--- src/hw/soc_pkg.sv ---
// Shared bus types and address map; 32-bit addresses, 64-bit data, little-endian byte lanes
package soc_pkg;

  // ----------------------------------------------------------------------
  // Bus widths
  // ----------------------------------------------------------------------
  localparam int unsigned AddrWidth     = 32;
  localparam int unsigned DataWidth     = 64;
  localparam int unsigned BeWidth       = DataWidth / 8;
  localparam int unsigned ByteOffBits   = $clog2(BeWidth);
  localparam int unsigned ClintOffWidth = 16;

  // ----------------------------------------------------------------------
  // Address map
  // ----------------------------------------------------------------------
  localparam logic [AddrWidth-1:0] RomBase     = 32'h0000_1000;
  localparam logic [AddrWidth-1:0] RomLength   = 32'h0000_1000;
  localparam logic [AddrWidth-1:0] ClintBase   = 32'h0200_0000;
  localparam logic [AddrWidth-1:0] ClintLength = 32'h0000_C000;
  localparam logic [AddrWidth-1:0] RamBase     = 32'h8000_0000;

  localparam logic [ClintOffWidth-1:0] MsipOffset     = 16'h0000;
  localparam logic [ClintOffWidth-1:0] MtimecmpOffset = 16'h4000;
  localparam logic [ClintOffWidth-1:0] MtimeOffset    = 16'hBFF8;

  // Boot image, word 0 at RomBase
  localparam int unsigned RomWords    = 8;
  localparam int unsigned RomIdxWidth = $clog2(RomWords);

  localparam logic [0:RomWords-1][DataWidth-1:0] BootImage = '{
    64'h0000_0297_f140_2573,
    64'h0182_b283_0202_8593,
    64'h1050_0073_0002_8067,
    64'h8000_0537_0000_0013,
    64'h0005_0067_ffdf_f06f,
    64'hdead_beef_cafe_f00d,
    64'h0123_4567_89ab_cdef,
    64'hfedc_ba98_7654_3210
  };

  // ----------------------------------------------------------------------
  // Bus types
  // ----------------------------------------------------------------------
  typedef struct packed {
    logic [AddrWidth-1:0] addr;
    logic                 we;
    logic [BeWidth-1:0]   be;
    logic [DataWidth-1:0] wdata;
  } bus_req_t;

  typedef struct packed {
    logic [DataWidth-1:0] rdata;
    logic                 err;
  } bus_rsp_t;

  typedef enum logic [1:0] {TgtRom, TgtRam, TgtClint, TgtErr} target_e;

  typedef enum logic {MstCore, MstDebug} master_e;

  // Merge enabled bytes of new_data into old_data
  function automatic logic [DataWidth-1:0] be_merge(input logic [DataWidth-1:0] old_data,
                                                    input logic [DataWidth-1:0] new_data,
                                                    input logic [BeWidth-1:0]   be);
    logic [DataWidth-1:0] res;
    res = old_data;
    for (int i = 0; i < BeWidth; i++) begin
      if (be[i]) res[i*8 +: 8] = new_data[i*8 +: 8];
    end
    return res;
  endfunction

endpackage

--- src/hw/bus_router.sv ---
// Address decoder for ROM, SRAM and CLINT; unmapped accesses answer with err and zero data
`timescale 1ns/1ps

module bus_router #(
  parameter int unsigned RamWords = 1024
) (
  input  logic                                 clk_i,
  input  logic                                 rst_ni,
  input  logic                                 bus_valid_i,
  input  soc_pkg::bus_req_t                    bus_cmd_i,
  output soc_pkg::bus_rsp_t                    rsp_o,
  output logic                                 rom_sel_o,
  output logic [soc_pkg::RomIdxWidth-1:0]      rom_index_o,
  input  logic [soc_pkg::DataWidth-1:0]        rom_rdata_i,
  output logic                                 ram_sel_o,
  output logic [$clog2(RamWords)-1:0]          ram_index_o,
  input  logic [soc_pkg::DataWidth-1:0]        ram_rdata_i,
  output logic                                 clint_sel_o,
  output logic [soc_pkg::ClintOffWidth-1:0]    clint_offset_o,
  input  logic [soc_pkg::DataWidth-1:0]        clint_rdata_i,
  output logic                                 we_o,
  output logic [soc_pkg::BeWidth-1:0]          be_o,
  output logic [soc_pkg::DataWidth-1:0]        wdata_o
);

  localparam int unsigned RamIdxWidth = $clog2(RamWords);
  localparam int unsigned RamBytes    = RamWords * soc_pkg::BeWidth;

  logic [soc_pkg::AddrWidth-1:0] rom_off;
  logic [soc_pkg::AddrWidth-1:0] ram_off;
  logic [soc_pkg::AddrWidth-1:0] clint_off;
  soc_pkg::target_e              tgt;
  soc_pkg::target_e              tgt_q;
  logic                          valid_q;
  logic                          we_q;

  // ----------------------------------------------------------------------
  // Decode
  // ----------------------------------------------------------------------
  always_comb begin
    rom_off   = bus_cmd_i.addr - soc_pkg::RomBase;
    ram_off   = bus_cmd_i.addr - soc_pkg::RamBase;
    clint_off = bus_cmd_i.addr - soc_pkg::ClintBase;

    if (bus_cmd_i.addr >= soc_pkg::RomBase && rom_off < soc_pkg::RomLength) begin
      tgt = soc_pkg::TgtRom;
    end else if (bus_cmd_i.addr >= soc_pkg::RamBase && ram_off < RamBytes) begin
      tgt = soc_pkg::TgtRam;
    end else if (bus_cmd_i.addr >= soc_pkg::ClintBase &&
                 clint_off < soc_pkg::ClintLength) begin
      tgt = soc_pkg::TgtClint;
    end else begin
      tgt = soc_pkg::TgtErr;
    end
  end

  assign rom_sel_o   = bus_valid_i && (tgt == soc_pkg::TgtRom);
  assign ram_sel_o   = bus_valid_i && (tgt == soc_pkg::TgtRam);
  assign clint_sel_o = bus_valid_i && (tgt == soc_pkg::TgtClint);

  // ROM region is larger than the image, so upper index bits alias
  assign rom_index_o    = rom_off[soc_pkg::ByteOffBits +: soc_pkg::RomIdxWidth];
  assign ram_index_o    = ram_off[soc_pkg::ByteOffBits +: RamIdxWidth];
  assign clint_offset_o = clint_off[soc_pkg::ClintOffWidth-1:0];

  assign we_o    = bus_cmd_i.we;
  assign be_o    = bus_cmd_i.be;
  assign wdata_o = bus_cmd_i.wdata;

  // ----------------------------------------------------------------------
  // Response
  // ----------------------------------------------------------------------
  always_ff @(posedge clk_i or negedge rst_ni) begin
    if (!rst_ni) begin
      valid_q <= 1'b0;
      tgt_q   <= soc_pkg::TgtErr;
      we_q    <= 1'b0;
    end else begin
      valid_q <= bus_valid_i;
      if (bus_valid_i) begin
        tgt_q <= tgt;
        we_q  <= bus_cmd_i.we;
      end
    end
  end

  // Write responses carry no data
  always_comb begin
    rsp_o = '0;
    if (valid_q) begin
      rsp_o.err = (tgt_q == soc_pkg::TgtErr);
      if (!we_q) begin
        unique case (tgt_q)
          soc_pkg::TgtRom:   rsp_o.rdata = rom_rdata_i;
          soc_pkg::TgtRam:   rsp_o.rdata = ram_rdata_i;
          soc_pkg::TgtClint: rsp_o.rdata = clint_rdata_i;
          default:           rsp_o.rdata = '0;
        endcase
      end
    end
  end

endmodule

--- config.mk ---
export PLATFORM = sky130hd
export DESIGN_NAME = bus_router
export DESIGN_NICKNAME = d
export VERILOG_FILES = /design/src/hw/soc_pkg.sv /design/src/hw/bus_router.sv
export SDC_FILE = /design/constraint.sdc
export NUM_CORES = 1
export LEC_CHECK = 0
export ABC_AREA = 1
export ABC_CLOCK_PERIOD_IN_PS = 2200
export BUFFER_PORTS_ARGS = -buffer_cell sky130_fd_sc_hd__buf_2
export CAP_MARGIN = 10
export CORE_AREA = 2 2 181 183
export CTS_CLUSTER_SIZE = 28
export DETAILED_ROUTE_END_ITERATION = 7
export DIE_AREA = 0 0 183 185
export HOLD_SLACK_MARGIN = 0.1
export PLACE_DENSITY = 0.46
export SYNTH_ARGS = -nofsm -noshare
export SYNTH_HDL_FRONTEND = slang
export SYNTH_SLANG_ARGS = --single-unit
--- constraint.sdc ---
create_clock -name clk_i -period 2.2 [get_ports clk_i]
set_clock_uncertainty 0.05 [all_clocks]
set_input_delay 0.44 -clock clk_i [delete_from_list [all_inputs] [get_ports clk_i]]
set_output_delay 0.44 -clock clk_i [all_outputs]
set_load 0.01 [all_outputs]
# Word-level counts from Yosys, hierarchy flattened
# Index checks and enable logic that the tools add are counted.
[totals]
in_bits = 300
regBits = 4
out_inout_bits = 170
[op_classes]
mux = 6
reduce_logical = 8
eq_ne = 5
addsub = 3
order_cmp = 6
[ops]
columns = ["cell", "count"]
rows = [
  ["64-bit case mux with 3 select lines", 1],
  ["65-bit 2-to-1 mux", 1],
  ["64-bit 2-to-1 mux", 1],
  ["32-bit by 13-bit >= comparator with 1-bit output, second input constant", 1],
  ["32-bit by 26-bit >= comparator with 1-bit output, second input constant", 1],
  ["32-bit >= comparator, second input constant", 1],
  ["32-bit by 13-bit less-than comparator with 1-bit output, second input constant", 1],
  ["32-bit by 14-bit less-than comparator with 1-bit output, second input constant", 1],
  ["32-bit by 16-bit less-than comparator with 1-bit output, second input constant", 1],
  ["32-bit by 13-bit subtractor with 32-bit output, second input constant", 1],
  ["32-bit by 26-bit subtractor with 32-bit output, second input constant", 1],
  ["32-bit subtractor, second input constant", 1],
  ["2-bit equality test, second input constant", 3],
  ["1-bit logical AND", 6],
  ["2-bit by 1-bit equality test with 1-bit output, second input constant", 2],
  ["2-bit logical NOT", 2],
  ["2-bit 2-to-1 mux", 2],
  ["1-bit 2-to-1 mux", 1],
]

# Longest topological paths before layout
# Gate-level depths: netlist of run 1.
[depth]
depth_word = 8
mapped_depth = 11
ltp_nobuf = 11

# Worst setup path before layout of run 1
# Ideal clock, no wire load.
[synth_timing]
path_kind = "input to output"
startpoint = "in bus_cmd_i[98] in the netlist's numbering"
endpoint = "out rom_sel_o"
slack_ps = 211
arrival_ps = 1499
required_ps = 1710
path_stages = 10
path_cell_list = "inv_1 > ha_1 > nand2_1 > o21ai_0 > nand2_1 > nor2_1 > nand2_1 > nor2_1 > nand4_2 > nor2_1"
[synth_between]
elab_chain_cells = 8
elab_cells_between_ends = 17
cone_classes = "add/sub (3); order compare (6); mux (3); reduce/logical (5)"
[synth_rtl]
columns = ["item", "line_no", "rtl"]
rows = [
  ["start, declared", "bus_router.sv:10", "input soc_pkg::bus_req_t bus_cmd_i,"],
  ["32-bit by 26-bit subtractor with 32-bit output", "bus_router.sv:43", "clint_off = bus_cmd_i.addr - soc_pkg::ClintBase;"],
  ["32-bit by 16-bit less-than comparator with 1-bit output", "bus_router.sv:50", "clint_off < soc_pkg::ClintLength) begin"],
  ["1-bit logical AND", "bus_router.sv:49", "end else if (bus_cmd_i.addr >= soc_pkg::ClintBase &&"],
  ["1-bit 2-to-1 mux", "bus_router.sv:49", ""],
  ["2-bit 2-to-1 mux", "bus_router.sv:47", "end else if (bus_cmd_i.addr >= soc_pkg::RamBase && ram_off < RamBytes) begin"],
  ["2-bit 2-to-1 mux (*)", "bus_router.sv:45", "if (bus_cmd_i.addr >= soc_pkg::RomBase && rom_off < soc_pkg::RomLength) begin"],
  ["2-bit logical NOT (*)", "bus_router.sv:57", "assign rom_sel_o = bus_valid_i && (tgt == soc_pkg::TgtRom);"],
  ["1-bit logical AND (*)", "bus_router.sv:57", ""],
  ["end, declared", "bus_router.sv:12", "output logic rom_sel_o,"],
]
# Every way passes the cells marked *; elsewhere a longest branch is shown, timed or not.

# Final worst setup path of run 1
[layout_timing]
startpoint = "in bus_cmd_i[86] in the netlist's numbering"
endpoint = "out clint_sel_o"
[layout_between]
elab_chain_cells = 8
elab_cells_between_ends = 17
cone_classes = "add/sub (3); order compare (6); eq/ne (1); mux (3); reduce/logical (4)"
[layout_rtl]
columns = ["item", "line_no", "rtl"]
rows = [
  ["32-bit by 26-bit subtractor with 32-bit output", "bus_router.sv:43", ""],
  ["32-bit by 16-bit less-than comparator with 1-bit output", "bus_router.sv:50", ""],
  ["1-bit logical AND", "bus_router.sv:49", ""],
  ["1-bit 2-to-1 mux", "bus_router.sv:49", ""],
  ["2-bit 2-to-1 mux", "bus_router.sv:47", ""],
  ["2-bit 2-to-1 mux (*)", "bus_router.sv:45", ""],
  ["2-bit equality test (*)", "bus_router.sv:59", "assign clint_sel_o = bus_valid_i && (tgt == soc_pkg::TgtClint);"],
  ["1-bit logical AND (*)", "bus_router.sv:59", ""],
  ["end, declared", "bus_router.sv:18", "output logic clint_sel_o,"],
]
# Marks and branches as above.

==> results of run 1 <==
-- path summary, 6_finish.rpt --
path,from,endpoint,slack (ns),cells after the start
setup reg to reg,tgt_q[0],tgt_q[0],1.16,5
hold reg to reg,we_q,we_q,0.48,2
hold / removal,bus_valid_i,valid_q,0.34,1
min in group asynchronous,rst_ni,we_q,0.50,2
max in group asynchronous,rst_ni,tgt_q[0],1.40,2
setup / recovery,bus_cmd_i[86],clint_sel_o,-0.11,13
-- critical path: cells and delay by family --
| family | cells | cell delay (ns) |
|---|---|---|
| simple gates | 10 | 0.99 |
| buf+inv | 3 | 0.37 |
-- metrics by stage --
step	cells	total power [mW]	area (sq um)	utilization, %
after floorplan	671	0.573	3190	-
after global placement	1272	0.801	4620	14.4
after detailed placement	1272	0.803	4620	14.4
after CTS	1286	1.19	5080	15.9
after global routing	1315	1.55	6220	19.4
final	1315	1.45	6220	19.4
-- power by group through the flow --
stage                     clock network [mW]  logic, mW  registers [mW]
after global placement                     0      0.715          0.0866
final                                  0.292       1.08          0.0869
after detailed placement                   0      0.716          0.0868
after global routing                   0.302       1.16          0.0877
after floorplan                            0      0.487          0.0860
after CTS                              0.296      0.804          0.0862
-- registers in the layout, summed over array words and instances, names as in the netlist --
| signal | count |
|---|---|
| tgt_q | 2 |
| valid_q | 1 |
| we_q | 1 |
-- cells by family after synthesis --
group	Yosys count
buffers and inverters	209
AO/OA/AOI/OAI	8
AND/OR/NAND/NOR	449
flip-flops	4
adder cells (fa/ha/maj)	1
-- per-layer routing --
metal	track usage, %	vias to the layer above	wire length [microns]
met4	2.11	0	503
met2	15.1	302	9910
met5	0.296	-	0
met1	10.3	2234	8550
li1	-	2384	-
met3	3.89	35	2260
-- what timing repair did --
action | CTS | global route
pin swaps | 27 | 58
hold buffers | 1 | 0
buffers inserted | 7 | 13
gates resized for setup | 71 | 178
endpoints found under the hold margin | 2 | 0
setup endpoints to repair | 23 | 65
cloned | 2 | 18
-- cells in the mapped netlist (3+ instances only) --
master	count	area, sq um
clkbuf_1	17	63.8
nor2_2	12	75.1
nand2_1	316	1190
inv_1	82	308
a21oi_1	3	15.0
nor2_1	36	135
buf_2	7	35.0
buf_4	102	766
nand3_1	76	380
-- final cells by class --
| cell class | instances | area, sq um |
|---|---|---|
| fillers | 3689 | 25800 |
| repair buffers | 358 | 2620 |
| multi-input cells | 458 | 2580 |
| well taps | 408 | 510 |
| inverters | 83 | 324 |
| flip-flops and latches | 4 | 103 |
| clock buffers | 4 | 78.8 |
==> metrics.md, run 1 <==
| Metric | Value |
|---|---|
| Share of layout cells above drive strength 1 | `59.0%` |
| Arrival time worst endpoint | `1.82 ns` |
| Core box area | `32000 sq um` |
| IO Port Bufs | `289` |
| WP data required | `1.71 ns` |
| Root buffer cell | `clkbuf_16` |
| Xor-xnor portion of the synthesized cell area | `0%` |
| Starting Density | `9.96%` |
| Slowest cell delay on critical path | `0.15 ns` |
| Setup slack after layout | `-0.109 ns` |
| WS Path Type | `primary input to output port` |
| Switch Pwr | `0.610 mW` |
| Worst slack at placement | `-0.293 ns` |
| Bufs on Longest Clock Path | `2` |
| Async SR Flop Fraction | `100%` |
| MaxCap Viol Count | `0` |
| Post-synth EDFFs | `0` |
| Compound-Gate Fraction of Synth Area | `1.41%` |
| First-pass GRT wire length | `23.8 mm` |
| Routed Antenna Nets | `0` |
| Outcome | `finished, violations left` |
| Yosys Warn Count | `0` |
| Dominant synthesized flop cell | `dfstp_2` |
| Area Overhead vs Synth | `94.8%` |
| Initial drt markers | `182` |
| Gpl congestion | `0.834` |
| Remaining Overflow, GRT | `0` |
| Cell Area, Synth | `3190 sq um` |
| Routed length per instance | `16.1 microns` |
| Leakage power | `3.78 nW` |
| Syn Inst Count | `671` |
| Tmin final | `2.31 ns` |
| Clock share of power | `20.1%` |
| CTS Buf Count | `3` |
| Internal power | `0.844 mW` |
| Post-synth cell types | `23` |
| P per Cell Area | `234 nW/um^2` |
| Crit end category | `output port` |
| Comb pwr share | `74.0%` |
| Final nets | `1209` |
| Clk Latency, worst-skew pair | `0.22 ns` |
| Final hold vios | `0` |
| Period utilization | `105%` |
| Setup violations, final | `6` |
| Failing checks | `negative setup slack` |
| Worst-margin pin slew | `0.259 ns` |
| Mux cell area share after synthesis | `0%` |
| Final WL | `21.2 mm` |
| Reg power frac | `6.0%` |
| DRT Pass-1 Iters | `4` |
| Mapped Nets | `972` |
| Residual DRC | `0` |
| Ports | `470` |
| Via count | `4955` |
| H-tree levels | `1` |
| TritonCTS clock tree | `yes` |
| Peak VDD IR | `0.000287 V` |
| Slowest CP cell | `nor2_4` |
| Initial antenna violation count | `0` |
| Syn Area/Cell | `4.76 sq um` |
| F_max | `433 MHz` |
| Worst hold path type | `primary input to flop` |
| Die ar. | `33900 sq um` |
| Post-DP HPWL | `13.5 mm` |
| Main combinational cell family by area after synthesis | `simple AND/OR/NAND/NOR gates` |
| Inserted Diodes | `0` |
| Chip width | `183 microns` |
| Sw frac | `42.0%` |
| Vert. Die Dim | `185 microns` |
| Rows | `66` |
| Simple-gate portion of the synthesized area | `58.1%` |
| Most common cell after layout, fill and taps aside | `buf_2` |
| Gr usage total | `8.92%` |
| Clock sinks | `4` |
| Clk slew on worst S/H paths | `0.03 ns` |
| Slew headroom | `82.7%` |
| Most frequent cells in the layout | `buf_2, nand2_1, inv_1, nand2_2, nand3_2` |
| Fin. max-slew vios | `0` |
| Synth Area in Adders | `0.392%` |
| Largest net degree at the start of global routing | `34` |
| Setup TNS | `-0.338 ns` |
| Unrepaired setup endpoints after global routing | `yes` |
| Number of global-route vias before repair | `4294` |
| Seq/Total Area, Yosys | `3.21%` |
| Yosys reg bits | `4` |
| Max FO, Critical Path | `4` |
| Critical Path Start Type | `primary input` |
| Fin Hold WS | `0.339 ns` |
| DR vias/cell | `3.77` |
| Cell Chain, Critical Path | `buf_12 > nor2_4 > buf_6 > nand2_4 > nor2_4 > nor2_2 > nor2_1 > nand3_1 > nor2_2 > nand4_4 > nand2_2 > nor2_1 > buf_2` |
Power figures use the tool's default switching activity.
==> run 2: changes to the inputs <==
Settings changed: CELL_PAD_IN_SITES_DETAIL_PLACEMENT from default to 1, CELL_PAD_IN_SITES_GLOBAL_PLACEMENT from default to 1, CORE_AREA 2 2 181 183 to 2 2 182 184, CTS_CLUSTER_DIAMETER from default to 40, DIE_AREA 0 0 183 185 to 0 0 184 186, PLACE_DENSITY 0.46 to 0.66.
==> run 2 against run 1 <==
Net effect:
- via count rose by 1.3%
- critical path depth shrank 2
- highest routed layer is now met5
- cell count up 0.84%
- clock power hardly changed
- hold slack gained 0.0076 ns
- wire length up 8.8%
- combinational power increased by 10%
- the run still ends with negative setup slack left
==> metrics.md, run 2 (synthesized netlist as in run 1, its figures left out) <==
| Metric | Value |
|---|---|
| Outcome | `finished, violations left` |
| Failing checks | `negative setup slack` |
| Root buffer cell | `clkbuf_16` |
| Post-DP HPWL | `14.6 mm` |
| Most frequent cells in the layout | `buf_2, nand2_1, inv_1, nand3_2, nand2_4` |
| Worst hold path type | `primary input to flop` |
| Clk slew on worst S/H paths | `0.03 ns` |
| Tmin final | `2.32 ns` |
| Max FO, Critical Path | `8` |
| Routed length on met1 | `9.95 mm` |
| Unrepaired setup endpoints after global routing | `yes` |
| First-pass GRT wire length | `27.4 mm` |
| Initial drt markers | `128` |
| Filler instances | `4046` |
| Most common cell after layout, fill and taps aside | `buf_2` |
| Highest routed metal layer | `met5` |
| IO Port Bufs | `289` |
| WS Path Type | `flop to output port` |
| Worst slack at placement | `-0.194 ns` |
| Period utilization | `105%` |
| Chip width | `184 microns` |
| Met2 Routed Length | `11.1 mm` |
| Setup slack after layout | `-0.117 ns` |
| Die ar. | `34200 sq um` |
| DRT Pass-1 Iters | `4` |
| Gpl congestion | `0.799` |
| Reg2reg start | `tgt_q[0]` |
| Clk Latency, worst-skew pair | `0.23 ns` |
| Routed Antenna Nets | `0` |
| Gr usage total | `10.4%` |
| Initial antenna violation count | `0` |
| Max FFs per register | `2` |
| Clock sinks | `4` |
| Setup TNS | `-2.34 ns` |
| Final nets | `1220` |
| Critical Path Start Type | `flop` |
| Bufs on Longest Clock Path | `2` |
| Clock share of power | `18.7%` |
| H-tree levels | `1` |
| Number of global-route vias before repair | `4959` |
| Switch Pwr | `0.673 mW` |
| Reg power frac | `5.8%` |
| Core box area | `32200 sq um` |
| Power, Total | `1.57 mW` |
| Via count | `5021` |
| Ports | `470` |
| Final hold vios | `0` |
| Inserted Diodes | `0` |
| Most flops, register | `tgt_q` |
| Fin Hold WS | `0.346 ns` |
| MaxCap Viol Count | `0` |
| Arrival time worst endpoint | `1.83 ns` |
| Final WL | `23.1 mm` |
| Residual DRC | `0` |
| TritonCTS clock tree | `yes` |
| Starting Density | `9.91%` |
| Vert. Die Dim | `186 microns` |
| Top Registers | `tgt_q x2, valid_q x1, we_q x1` |
| P per Cell Area | `235 nW/um^2` |
| Setup violations, final | `57` |
| DR vias/cell | `3.79` |
| Area Overhead vs Synth | `109%` |
| Largest net degree at the start of global routing | `43` |
| Remaining Overflow, GRT | `0` |
| Met3 Wirelength | `1.87 mm` |
| Sw frac | `42.9%` |
| Core Util, Final | `20.7%` |
| Comb pwr share | `75.5%` |
| Share of layout cells above drive strength 1 | `64.3%` |
| F_max | `432 MHz` |
| CTS Buf Count | `3` |
| Worst hold start | `bus_valid_i` |
| Internal power | `0.896 mW` |
| Worst-margin pin slew | `0.432 ns` |
| Fin. max-slew vios | `0` |
| Routed length per instance | `17.4 microns` |
| WP data required | `1.71 ns` |
| Leakage power | `4.12 nW` |
| Rows | `66` |
| Slew headroom | `71.2%` |
| Crit end category | `output port` |
| Peak VDD IR | `0.000274 V` |
| Crit path launch | `tgt_q[0]` |
run 2: changes by cell type in the layout (fill, tap and decap cells not counted), moves of 8 or more:
cell and delta:
buf_2 -14, nand2_2 -11, nand2_4 +25, nand2_1 -14, nand3_1 -23, buf_4 +9
nand3_2 +21, buf_6 +8
run 2: metal layers:
layer  track usage [%]  vias to the layer above
met3              3.56                       24
met4              1.22                        2
li1                  -                     2411
met2              18.5                      279
met5             0.741                        -
met1              12.2                     2305
run 2: final timing paths:
kind | to | slack [ns] | cells after the start
max | rsp_o[46] | -0.12 | 11
min | valid_q | 0.35 | 1
max reg2reg | tgt_q[0] | 1.22 | 4
min reg2reg | tgt_q[1] | 0.57 | 3
max in group asynchronous | tgt_q[0] | 1.39 | 2
min in group asynchronous | we_q | 0.50 | 2
run 2: critical path: stages (launching register included):
cell     delay (ns)
dfstp_2        0.53
buf_6          0.11
inv_6          0.04
nor2_4         0.09
buf_12         0.15
buf_12         0.15
buf_12         0.15
nand2_4        0.05
nand3_2        0.05
nand2_1        0.06
inv_1          0.09
buf_6          0.10
run 2: final cells by class:
| cell class | instances | area, sq um | area share (%) |
|---|---|---|---|
| clock buffers | 4 | 78.8 | 1.18 |
| multi-input cells | 459 | 2870 | 43.0 |
| well taps | 408 | 510 | 7.64 |
| flip-flops and latches | 4 | 103 | 1.54 |
| repair buffers | 368 | 2800 | 41.8 |
| inverters | 83 | 324 | 4.85 |
run 2: per-stage QoR:
stage	std cells	cell area (sq um)
finish	1326	6680
global route	1326	6680
CTS	1308	5800
detailed placement	1282	4670
global placement	1282	4670
floorplan	671	3190
run 2: timing repair:
action,4_1_cts,5_1_grt
endpoints found under the setup margin,67,67
pin swaps,71,59
hold buffers,1,0
endpoints found under the hold margin,2,0
cloned,6,12
setup buffers,15,7
resized for setup,194,154
run 2: power by group through the flow:
stage | Sequential (mW) | Combinational [mW] | Clock, mW
global route | 0.0911 | 1.28 | 0.302
finish | 0.0903 | 1.19 | 0.294
global placement | 0.0849 | 0.725 | 0
CTS | 0.0895 | 0.988 | 0.299
detailed placement | 0.0853 | 0.739 | 0
floorplan | 0.0860 | 0.487 | 0
